File: src/verilog/hc_defines.svh
// Width, depth and CSR address macros for the host channel test node
`ifndef HC_DEFINES_SVH
`define HC_DEFINES_SVH

// One host channel message
`define HC_MSG_W 64

// Source count and per-test message count
`define HC_COUNT_W 31

// Entries in each host FIFO
`define HC_FIFO_DEPTH 8

// CSR data word
`define HC_CSR_W 64

// CSR word addresses
`define HC_ADDR_CTRL   2'd0
`define HC_ADDR_TEST   2'd1
`define HC_ADDR_STATUS 2'd2
`define HC_ADDR_DEBUG  2'd3

`endif

File: src/verilog/hc_pkg.sv
// Package with message, count and CSR types and the test mode enum
`default_nettype none

`include "hc_defines.svh"

package hc_pkg;

    // Message as carried by the host FIFOs and the client
    typedef logic [`HC_MSG_W-1:0] msg_t;

    // Source count, also the width of the status message count
    typedef logic [`HC_COUNT_W-1:0] count_t;

    // CSR data and word address
    typedef logic [`HC_CSR_W-1:0] csr_data_t;
    typedef logic [1:0] csr_addr_t;

    // Tester mode
    // Encoding matches the mode field of the test register
    typedef enum logic [1:0]
    {
        MODE_NORMAL   = 2'd0,
        MODE_SINK     = 2'd1,
        MODE_SOURCE   = 2'd2,
        MODE_LOOPBACK = 2'd3
    } test_mode_t;

endpackage

`default_nettype wire

File: src/verilog/hc_csr.sv
// CSR block: control bit, one-cycle test request, status and debug read-back
`timescale 1ns/1ps
`default_nettype none

`include "hc_defines.svh"

module hc_csr
(
    input  wire logic                clk,
    input  wire logic                reset_n,

    // CSR access
    input  wire logic                csr_write,
    input  wire logic                csr_read,
    input  wire hc_pkg::csr_addr_t   csr_addr,
    input  wire hc_pkg::csr_data_t   csr_wdata,
    output hc_pkg::csr_data_t        csr_rdata,
    output logic                     csr_rdata_valid,

    // Control register
    output logic                     user_channel_en,

    // Test request, one cycle wide
    output hc_pkg::test_mode_t       test_req_mode,
    output hc_pkg::count_t           test_req_count,

    // Read-back sources
    input  wire logic                status_done,
    input  wire hc_pkg::count_t      status_count,
    input  wire logic [5:0]          debug_state
);

    logic               write_ctrl;
    logic               write_test;
    hc_pkg::test_mode_t wr_mode;
    hc_pkg::csr_data_t  rd_word;

    // Address decode
    // Test register layout: mode in bits 1..0, count from bit 32 up
    always_comb
    begin
        write_ctrl = csr_write && (csr_addr == `HC_ADDR_CTRL);
        write_test = csr_write && (csr_addr == `HC_ADDR_TEST);
        wr_mode    = hc_pkg::test_mode_t'(csr_wdata[1:0]);
    end

    // Control register, bit 0 opens the client tx channel
    always_ff @(posedge clk)
    begin
        if (!reset_n)
        begin
            user_channel_en <= 1'b0;
        end
        else if (write_ctrl)
        begin
            user_channel_en <= csr_wdata[0];
        end
    end

    // Test request
    // Nonzero mode write gives a request for exactly one cycle
    always_ff @(posedge clk)
    begin
        if (!reset_n)
        begin
            test_req_mode  <= hc_pkg::MODE_NORMAL;
            test_req_count <= '0;
        end
        else if (write_test && (wr_mode != hc_pkg::MODE_NORMAL))
        begin
            test_req_mode  <= wr_mode;
            test_req_count <= csr_wdata[32 +: `HC_COUNT_W];
        end
        else
        begin
            // Count is only looked at while a request is up
            test_req_mode  <= hc_pkg::MODE_NORMAL;
        end
    end

    // Read mux
    // Test register is write-only and reads as zero
    always_comb
    begin
        rd_word = '0;
        case (csr_addr)
            `HC_ADDR_CTRL:   rd_word[0] = user_channel_en;
            `HC_ADDR_STATUS:
            begin
                // Done in bit 0, count above it, bit 32 stays zero
                rd_word[0]               = status_done;
                rd_word[`HC_COUNT_W:1]   = status_count;
            end
            `HC_ADDR_DEBUG:  rd_word[5:0] = debug_state;
            default:         rd_word = '0;
        endcase
    end

    // Fixed one-cycle read latency
    always_ff @(posedge clk)
    begin
        if (!reset_n)
        begin
            csr_rdata_valid <= 1'b0;
        end
        else
        begin
            csr_rdata_valid <= csr_read;
        end
    end

    // Read data captured with the strobe
    always_ff @(posedge clk)
    begin
        if (csr_read)
        begin
            csr_rdata <= rd_word;
        end
    end

endmodule

`default_nettype wire

File: src/verilog/hc_fifo.sv
// Synchronous message FIFO with not_full/not_empty levels and push/pop strobes
`timescale 1ns/1ps
`default_nettype none

`include "hc_defines.svh"

module hc_fifo
#(
    parameter int DEPTH = `HC_FIFO_DEPTH
)
(
    input  wire logic          clk,
    input  wire logic          reset_n,

    // Write side
    input  wire logic          push,
    input  wire hc_pkg::msg_t  push_data,
    output logic               not_full,

    // Read side, head entry always shown
    input  wire logic          pop,
    output hc_pkg::msg_t       pop_data,
    output logic               not_empty
);

    localparam int PTR_W = (DEPTH > 1) ? $clog2(DEPTH) : 1;
    localparam int CNT_W = $clog2(DEPTH + 1);
    localparam logic [PTR_W-1:0] LAST_PTR = PTR_W'(DEPTH - 1);
    localparam logic [CNT_W-1:0] FULL_CNT = CNT_W'(DEPTH);

    // Storage
    hc_pkg::msg_t     mem [DEPTH];

    logic [PTR_W-1:0] wr_ptr;
    logic [PTR_W-1:0] rd_ptr;
    logic [CNT_W-1:0] count;
    logic             do_push;
    logic             do_pop;

    // Levels come from the registered count
    // so a push shows up on not_empty one cycle later
    always_comb
    begin
        not_full  = (count != FULL_CNT);
        not_empty = (count != '0);
        do_push   = push && not_full;
        do_pop    = pop && not_empty;
        pop_data  = mem[rd_ptr];
    end

    always_ff @(posedge clk)
    begin
        if (do_push)
        begin
            mem[wr_ptr] <= push_data;
        end
    end

    // Pointers wrap at DEPTH, count tracks occupancy
    always_ff @(posedge clk)
    begin
        if (!reset_n)
        begin
            wr_ptr <= '0;
            rd_ptr <= '0;
            count  <= '0;
        end
        else
        begin
            if (do_push)
            begin
                wr_ptr <= (wr_ptr == LAST_PTR) ? '0 : wr_ptr + 1'b1;
            end
            if (do_pop)
            begin
                rd_ptr <= (rd_ptr == LAST_PTR) ? '0 : rd_ptr + 1'b1;
            end
            case ({do_push, do_pop})
                2'b10:   count <= count + 1'b1;
                2'b01:   count <= count - 1'b1;
                default: count <= count;
            endcase
        end
    end

endmodule

`default_nettype wire

File: src/verilog/hc_tester.sv
// Test mode FSM, source down-counter, message routing and debug snapshot
`timescale 1ns/1ps
`default_nettype none

`include "hc_defines.svh"

module hc_tester
(
    input  wire logic                 clk,
    input  wire logic                 reset_n,

    // From the CSR block
    input  wire logic                 user_channel_en,
    input  wire hc_pkg::test_mode_t   test_req_mode,
    input  wire hc_pkg::count_t       test_req_count,

    // Host rx FIFO, read side
    input  wire hc_pkg::msg_t         rx_data,
    input  wire logic                 rx_rdy,
    output logic                      rx_enable,

    // Host tx FIFO, write side
    output hc_pkg::msg_t              tx_data,
    input  wire logic                 tx_rdy,
    output logic                      tx_enable,

    // Client channels
    output hc_pkg::msg_t              client_rx_data,
    output logic                      client_rx_rdy,
    input  wire logic                 client_rx_enable,
    input  wire hc_pkg::msg_t         client_tx_data,
    output logic                      client_tx_rdy,
    input  wire logic                 client_tx_enable,

    // To the status block
    output logic                      test_active,
    output logic                      test_done,
    output logic [5:0]                debug_state
);

    hc_pkg::test_mode_t mode;

    // Remaining source messages
    hc_pkg::count_t     source_count;
    logic               source_last;

    always_comb
    begin
        // Pass-through by default
        client_rx_data = rx_data;
        client_rx_rdy  = rx_rdy;
        rx_enable      = client_rx_enable;
        tx_data        = client_tx_data;
        client_tx_rdy  = tx_rdy && user_channel_en;
        tx_enable      = client_tx_enable;
        test_done      = 1'b0;
        source_last    = (source_count == hc_pkg::count_t'(1));

        case (mode)
            hc_pkg::MODE_SINK:
            begin
                // Client locked out, pop only if a final push would fit
                client_rx_rdy = 1'b0;
                client_tx_rdy = 1'b0;
                rx_enable     = rx_rdy && tx_rdy;
                test_done     = rx_enable && rx_data[0];
                // Terminating message goes back to the host once
                tx_data       = rx_data;
                tx_enable     = test_done;
            end
            hc_pkg::MODE_SOURCE:
            begin
                client_rx_rdy = 1'b0;
                client_tx_rdy = 1'b0;
                // Drain whatever the host sends meanwhile
                rx_enable     = rx_rdy;
                // Low bits: remaining count then the last flag
                tx_data                 = '0;
                tx_data[`HC_COUNT_W:0]  = {source_count, source_last};
                tx_enable     = tx_rdy;
                test_done     = tx_rdy && source_last;
            end
            hc_pkg::MODE_LOOPBACK:
            begin
                client_rx_rdy = 1'b0;
                client_tx_rdy = 1'b0;
                // Take a message only when it can go straight back
                rx_enable     = rx_rdy && tx_rdy;
                tx_data       = rx_data;
                tx_enable     = rx_enable;
                test_done     = rx_enable && rx_data[0];
            end
            default:
            begin
                // Normal mode keeps the pass-through above
                test_done     = 1'b0;
            end
        endcase

        test_active = (mode != hc_pkg::MODE_NORMAL);
    end

    // Down-counter, reloaded while not sourcing
    always_ff @(posedge clk)
    begin
        if (mode != hc_pkg::MODE_SOURCE)
        begin
            source_count <= test_req_count;
        end
        else if (tx_rdy)
        begin
            source_count <= source_count - 1'b1;
        end
    end

    // Mode FSM
    // A request wins over the end of a running test
    always_ff @(posedge clk)
    begin
        if (!reset_n)
        begin
            mode <= hc_pkg::MODE_NORMAL;
        end
        else if (test_req_mode != hc_pkg::MODE_NORMAL)
        begin
            mode <= test_req_mode;
        end
        else if (test_done)
        begin
            mode <= hc_pkg::MODE_NORMAL;
        end
    end

    // Debug snapshot of the FIFO strobes and the mode
    always_ff @(posedge clk)
    begin
        if (!reset_n)
        begin
            debug_state <= '0;
        end
        else
        begin
            debug_state <= {rx_rdy, rx_enable, tx_rdy, tx_enable, mode};
        end
    end

endmodule

`default_nettype wire

File: src/verilog/hc_status.sv
// Per-test message counter and done flag fed by the tester strobes
`timescale 1ns/1ps
`default_nettype none

`include "hc_defines.svh"

module hc_status
(
    input  wire logic          clk,
    input  wire logic          reset_n,

    // Tester state
    input  wire logic          test_active,
    input  wire logic          test_done,

    // Tester pops and pushes
    input  wire logic          rx_enable,
    input  wire logic          tx_enable,

    // To the CSR block
    output logic               status_done,
    output hc_pkg::count_t     status_count
);

    logic       active_q;
    logic       test_start;

    // Pop and push may land in the same cycle
    logic [1:0] step;

    always_comb
    begin
        test_start = test_active && !active_q;
        step       = {1'b0, rx_enable} + {1'b0, tx_enable};
    end

    always_ff @(posedge clk)
    begin
        if (!reset_n)
        begin
            active_q     <= 1'b0;
            status_done  <= 1'b0;
            status_count <= '0;
        end
        else
        begin
            active_q <= test_active;

            // New test restarts the count
            // traffic in its first cycle is already included
            if (test_start)
            begin
                status_count <= hc_pkg::count_t'(step);
                status_done  <= 1'b0;
            end
            else if (test_active)
            begin
                status_count <= status_count + hc_pkg::count_t'(step);
            end

            // Set last so a test ending in its first cycle still shows done
            if (test_done)
            begin
                status_done <= 1'b1;
            end
        end
    end

    // Count and done hold after the test until the next one starts

endmodule

`default_nettype wire

File: src/verilog/hc_top.sv
// Top level: CSR block, rx and tx FIFOs, tester and status block
`timescale 1ns/1ps
`default_nettype none

`include "hc_defines.svh"

module hc_top
(
    input  wire logic                clk,
    input  wire logic                reset_n,

    // CSR access
    input  wire logic                csr_write,
    input  wire logic                csr_read,
    input  wire hc_pkg::csr_addr_t   csr_addr,
    input  wire hc_pkg::csr_data_t   csr_wdata,
    output wire hc_pkg::csr_data_t   csr_rdata,
    output wire logic                csr_rdata_valid,

    // Host side, rx push and tx pop
    input  wire logic                host_rx_push,
    input  wire hc_pkg::msg_t        host_rx_data,
    output wire logic                host_rx_rdy,
    input  wire logic                host_tx_pop,
    output wire hc_pkg::msg_t        host_tx_data,
    output wire logic                host_tx_rdy,

    // Client side
    output wire hc_pkg::msg_t        client_rx_data,
    output wire logic                client_rx_rdy,
    input  wire logic                client_rx_enable,
    input  wire hc_pkg::msg_t        client_tx_data,
    output wire logic                client_tx_rdy,
    input  wire logic                client_tx_enable
);

    // CSR to tester
    wire logic               user_channel_en;
    wire hc_pkg::test_mode_t test_req_mode;
    wire hc_pkg::count_t     test_req_count;

    // FIFOs to tester
    wire hc_pkg::msg_t       rx_data;
    wire logic               rx_rdy;
    wire logic               rx_enable;
    wire hc_pkg::msg_t       tx_data;
    wire logic               tx_rdy;
    wire logic               tx_enable;

    // Tester and status back to the CSR block
    wire logic               test_active;
    wire logic               test_done;
    wire logic [5:0]         debug_state;
    wire logic               status_done;
    wire hc_pkg::count_t     status_count;

    hc_csr i_hc_csr
    (
        .clk             (clk),
        .reset_n         (reset_n),
        .csr_write       (csr_write),
        .csr_read        (csr_read),
        .csr_addr        (csr_addr),
        .csr_wdata       (csr_wdata),
        .csr_rdata       (csr_rdata),
        .csr_rdata_valid (csr_rdata_valid),
        .user_channel_en (user_channel_en),
        .test_req_mode   (test_req_mode),
        .test_req_count  (test_req_count),
        .status_done     (status_done),
        .status_count    (status_count),
        .debug_state     (debug_state)
    );

    // Host to client
    hc_fifo #(.DEPTH(`HC_FIFO_DEPTH)) i_rx_fifo
    (
        .clk       (clk),
        .reset_n   (reset_n),
        .push      (host_rx_push),
        .push_data (host_rx_data),
        .not_full  (host_rx_rdy),
        .pop       (rx_enable),
        .pop_data  (rx_data),
        .not_empty (rx_rdy)
    );

    // Client to host
    hc_fifo #(.DEPTH(`HC_FIFO_DEPTH)) i_tx_fifo
    (
        .clk       (clk),
        .reset_n   (reset_n),
        .push      (tx_enable),
        .push_data (tx_data),
        .not_full  (tx_rdy),
        .pop       (host_tx_pop),
        .pop_data  (host_tx_data),
        .not_empty (host_tx_rdy)
    );

    hc_tester i_hc_tester
    (
        .clk              (clk),
        .reset_n          (reset_n),
        .user_channel_en  (user_channel_en),
        .test_req_mode    (test_req_mode),
        .test_req_count   (test_req_count),
        .rx_data          (rx_data),
        .rx_rdy           (rx_rdy),
        .rx_enable        (rx_enable),
        .tx_data          (tx_data),
        .tx_rdy           (tx_rdy),
        .tx_enable        (tx_enable),
        .client_rx_data   (client_rx_data),
        .client_rx_rdy    (client_rx_rdy),
        .client_rx_enable (client_rx_enable),
        .client_tx_data   (client_tx_data),
        .client_tx_rdy    (client_tx_rdy),
        .client_tx_enable (client_tx_enable),
        .test_active      (test_active),
        .test_done        (test_done),
        .debug_state      (debug_state)
    );

    hc_status i_hc_status
    (
        .clk          (clk),
        .reset_n      (reset_n),
        .test_active  (test_active),
        .test_done    (test_done),
        .rx_enable    (rx_enable),
        .tx_enable    (tx_enable),
        .status_done  (status_done),
        .status_count (status_count)
    );

endmodule

`default_nettype wire

File: config.mk
export PLATFORM = sky130hd
export DESIGN_NAME = hc_top
export DESIGN_NICKNAME = d
export VERILOG_FILES = /design/src/verilog/hc_pkg.sv /design/src/verilog/hc_csr.sv /design/src/verilog/hc_fifo.sv /design/src/verilog/hc_tester.sv /design/src/verilog/hc_status.sv /design/src/verilog/hc_top.sv
export VERILOG_INCLUDE_DIRS = /design/src /design/src/verilog
export SDC_FILE = /design/constraint.sdc
export NUM_CORES = 1
export LEC_CHECK = 0
export BUFFER_PORTS_ARGS = -buffer_cell sky130_fd_sc_hd__buf_2
export CAP_MARGIN = 20
export CORE_MARGIN = 5
export CORE_UTILIZATION = 37
export CTS_CLUSTER_DIAMETER = 120
export DETAILED_ROUTE_END_ITERATION = 8
export PLACE_DENSITY_LB_ADDON = 0.12
export SKIP_LAST_GASP = 1
export SYNTH_ARGS = -nofsm -noshare
export SYNTH_HDL_FRONTEND = slang
export SYNTH_SLANG_ARGS = --single-unit
File: constraint.sdc
create_clock -name clk -period 12.8 [get_ports clk]
set_clock_uncertainty 0.05 [all_clocks]
set_input_delay 2.56 -clock clk [delete_from_list [all_inputs] [get_ports clk]]
set_output_delay 2.56 -clock clk [all_outputs]
set_load 0.005 [all_outputs]
==> flow_metrics.env <==
export IMPL_outcome="finished clean"
export IMPL_maxCapViolations=0
export IMPL_ys_ff_latch=1189
export IMPL_period_minus_slack_ns=6.37
export IMPL_setup_viol_count_final=0
export IMPL_die_area_um2=135000
export IMPL_final_nets=3069
export IMPL_setup_tns_ns=0
export IMPL_yosysWarnings=0
export IMPL_slew_headroom_pct=27.1
export IMPL_critPathTopFamily="buffers and inverters"
export IMPL_hpwl_um=73000
export IMPL_num_rows=130
export IMPL_die_w_um=367
export IMPL_worstPathCellList="buf_4 > mux4_2 > mux2_2 > buf_2"
export IMPL_leakage_nw=18.0
export IMPL_routed_wl_um=120000
export IMPL_maxSlewViolCount=0
export IMPL_grt_use_met2_pct=28.9
export IMPL_place_congestion=0.773
export IMPL_ir_drop_v=0.000118
export IMPL_path_buf_inv=2
export IMPL_cellPowerDensity_nw_per_um2=189
export IMPL_core_area_um2=126000
export IMPL_comb_power_share_pct=19.5
export IMPL_root_buffer="clkbuf_16"
export IMPL_cts_resized_gates=0
export IMPL_critPathKind="reg -> out"
export IMPL_drt_pass1_iterations=5
export IMPL_via_per_inst=5.18
export IMPL_hold_class="reg -> reg"
export IMPL_cp_max_fo=66
export IMPL_post_route_period_util_pct=49.8
export IMPL_grt_pass1_wl_um=174000
export IMPL_arrival_ns=3.76
export IMPL_antenna_found_initial=31
export IMPL_p_sw_mw=2.71
export IMPL_vias=23903
export IMPL_synth_avg_cell_area_um2=19.3
export IMPL_synth_edff_count=1087
export IMPL_grt_max_degree=109
export IMPL_tightest_slew_ns=1.09
export IMPL_layout_common_cells="edfxtp_1 (1,087), buf_2 (335), mux4_2 (256)"
export IMPL_ys_flop_type="edfxtp_1"
export IMPL_syn2layout_area_growth_pct=17.4
export IMPL_h_tree_depth=4
export IMPL_clkLatencyLatePin_ns=0.72
export IMPL_crit_slowest_cell="dfxtp_4"
export IMPL_grt_usage_pct=17.7
export IMPL_numCtsBuffers=134
export IMPL_hold_buffers=0
export IMPL_p_seq_share_pct=44.2
export IMPL_grt_use_met3_pct=3.60
export IMPL_post_cts_setup_buffers=0
export IMPL_drive_gt1_share_pct=34.6
export IMPL_ant_nets=0
export IMPL_clk_pin_slew_worst_paths_ns=0.05
export IMPL_start_util_pct=37.4
export IMPL_synth_cell_types=63
export IMPL_final_core_util_pct=43.8
export IMPL_cpPeakStageDelay_ns=0.98
export IMPL_seq_area_frac_synth_pct=73.7
export IMPL_io_pins=399
export IMPL_nFillCells=11037
export IMPL_power_internal_mw=7.71
export IMPL_clock_power_share_pct=36.3
export IMPL_endpoint_kind="primary output"
export IMPL_die_h_um=367
export IMPL_start_kind="flip-flop"
export IMPL_syn_area_um2=47100
export IMPL_drc=0
export IMPL_finalHoldViolations=0
export IMPL_required_ns=10.19
export IMPL_cts_max_path_buffers=3
export IMPL_grt_pass1_vias=25226
export IMPL_cts_tree="yes"
export IMPL_cts_sinks=1189
export IMPL_first_iter_violations=1754
export IMPL_grt_busiest_layer="met2"
export IMPL_use_met1_pct=23.9
export IMPL_rsz0062_at_grt="no"
export IMPL_async_flop_share_pct=0
export IMPL_post_drt_wl_per_cell_um=26.0
export IMPL_netSwitchingFraction_pct=26.0
export IMPL_numPortBuffers=335
export IMPL_fmax_ghz=0.157
export IMPL_final_common_cell="edfxtp_1"
export IMPL_grt_ovfl_total=0
export IMPL_synth_cells=2434
==> Yosys cell counts (8+ instances only) <==
library cell  instances  area (um2)
o21ai_1              15        75.1
mux2_2              128        1440
nor2_1               55         206
nor2b_1              12        75.1
and2_1               33         206
nand3_1              15        75.1
or3_1                 8        50.1
nor3_1               33         165
a21boi_0             38         285
mux4_2              256        5770
xor2_1               13         114
o21ai_0              62         310
xnor2_1              48         420
mux2i_1              42         420
ha_1                 19         238
buf_4                33         248
inv_1                19        71.3
nand2_1             152         571
edfxtp_1           1087       32600
nor4_1               17         106
a21oi_1               9        45.0
a22o_1               32         280
buf_1                22        82.6
clkbuf_1             88         330
dfxtp_1             102        2040
buf_2                13        65.1
==> state kept, by name, summed over array words and instances, names as in the netlist, named ones only <==
| name | cells |
|---|---|
| i_tx_fifo.rd_ptr | 3 |
| i_hc_tester.source_count | 31 |
| i_hc_status.active_q | 1 |
| i_hc_tester.debug_state | 6 |
| i_rx_fifo.count | 4 |
| i_tx_fifo.mem | 512 |
| i_hc_csr.csr_rdata_valid | 1 |
| i_hc_csr.test_req_count | 31 |
| i_rx_fifo.rd_ptr | 3 |
| i_hc_csr.csr_rdata | 32 |
| i_rx_fifo.wr_ptr | 3 |
| i_hc_status.status_done | 1 |
| i_hc_csr.test_req_mode | 2 |
| i_tx_fifo.count | 4 |
| i_hc_tester.mode | 2 |
| i_hc_status.status_count | 31 |
| i_tx_fifo.wr_ptr | 3 |
| i_hc_csr.user_channel_en | 1 |
| i_rx_fifo.mem | 512 |
==> kinds of logic (layout without fill, tap and decap cells) <==
logic type	Yosys count	count (layout)	share of synthesized area (%)
and+or+nand+nor	378	378	4.07
xor gates and xnor gates	61	61	1.13
muxes	426	426	16.2
other	1	48	0.00796
buffers and inverters	181	666	1.84
AOI/OAI and AO/OA	176	176	2.47
DFF	1189	1189	73.7
adders and majority gates	22	22	0.632
==> power by group through the flow <==
stage          logic (mW)  registers, mW  clock network, mW
6_report             2.03           4.61               3.78
4_1_cts              2.09           4.62               3.89
2_1_floorplan        1.33           4.62                  0
3_5_place_dp         2.08           4.70                  0
3_3_place_gp         2.06           4.69                  0
5_1_grt              2.19           4.64               4.05
==> layout make-up <==
class                           instances  area [um2]  area share [%]
Sequential cell                      1189       34700            62.8
Timing Repair Buffer                  406        2250            4.07
Multi-Input combinational cell       1095       11800            21.3
Antenna cell                           16        40.0          0.0724
Clock buffer                          182        3710            6.72
Clock inverter                         59         652            1.18
Inverter                               19        71.3           0.129
Tap cell                             1650        2060            3.74
==> routing by layer <==
layer / vias up / part of all wire, % / wire length (um)
met2: 509 / 49 / 58600
li1: 10577 / - / -
met1: 12646 / 44 / 52800
met3: 165 / 4.9 / 5880
met4: 6 / 2.3 / 2800
met5: - / 0.028 / 34
==> stage by stage <==
stage | std cells | cell area [um2] | power, mW | hold WS (ns) | setup WS, ns
2_1_floorplan | 2465 | 47200 | 5.94 | 0.385 | 2.27
3_3_place_gp | 4347 | 50800 | 6.75 | 0.411 | 6.94
3_5_place_dp | 4349 | 50800 | 6.78 | 0.412 | 6.94
4_1_cts | 4590 | 55100 | 10.6 | 0.420 | 6.32
5_1_grt | 4605 | 55200 | 10.9 | 0.434 | 6.29
6_report | 4616 | 55300 | 10.4 | 0.420 | 6.43
==> worst paths after layout <==
kind	start	end	slack (ns)	cells past startpoint
max	flip-flop	client_rx_data[56]	6.43	4
min reg2reg	i_hc_csr.test_req_count[10]	i_hc_csr.test_req_count[10]	0.42	2
min	i_hc_csr.test_req_count[10]	i_hc_csr.test_req_count[10]	0.42	2
max reg2reg	flip-flop	i_hc_status.status_count[30]	6.98	13
==> tightest hold or removal path, cell delays in order (launching register included) <==
cell and delay [ns]:
dfxtp_1 0.31, nand2_1 0.05, a21boi_0 0.06
Note: power is estimated with default switching activity, not from simulation.
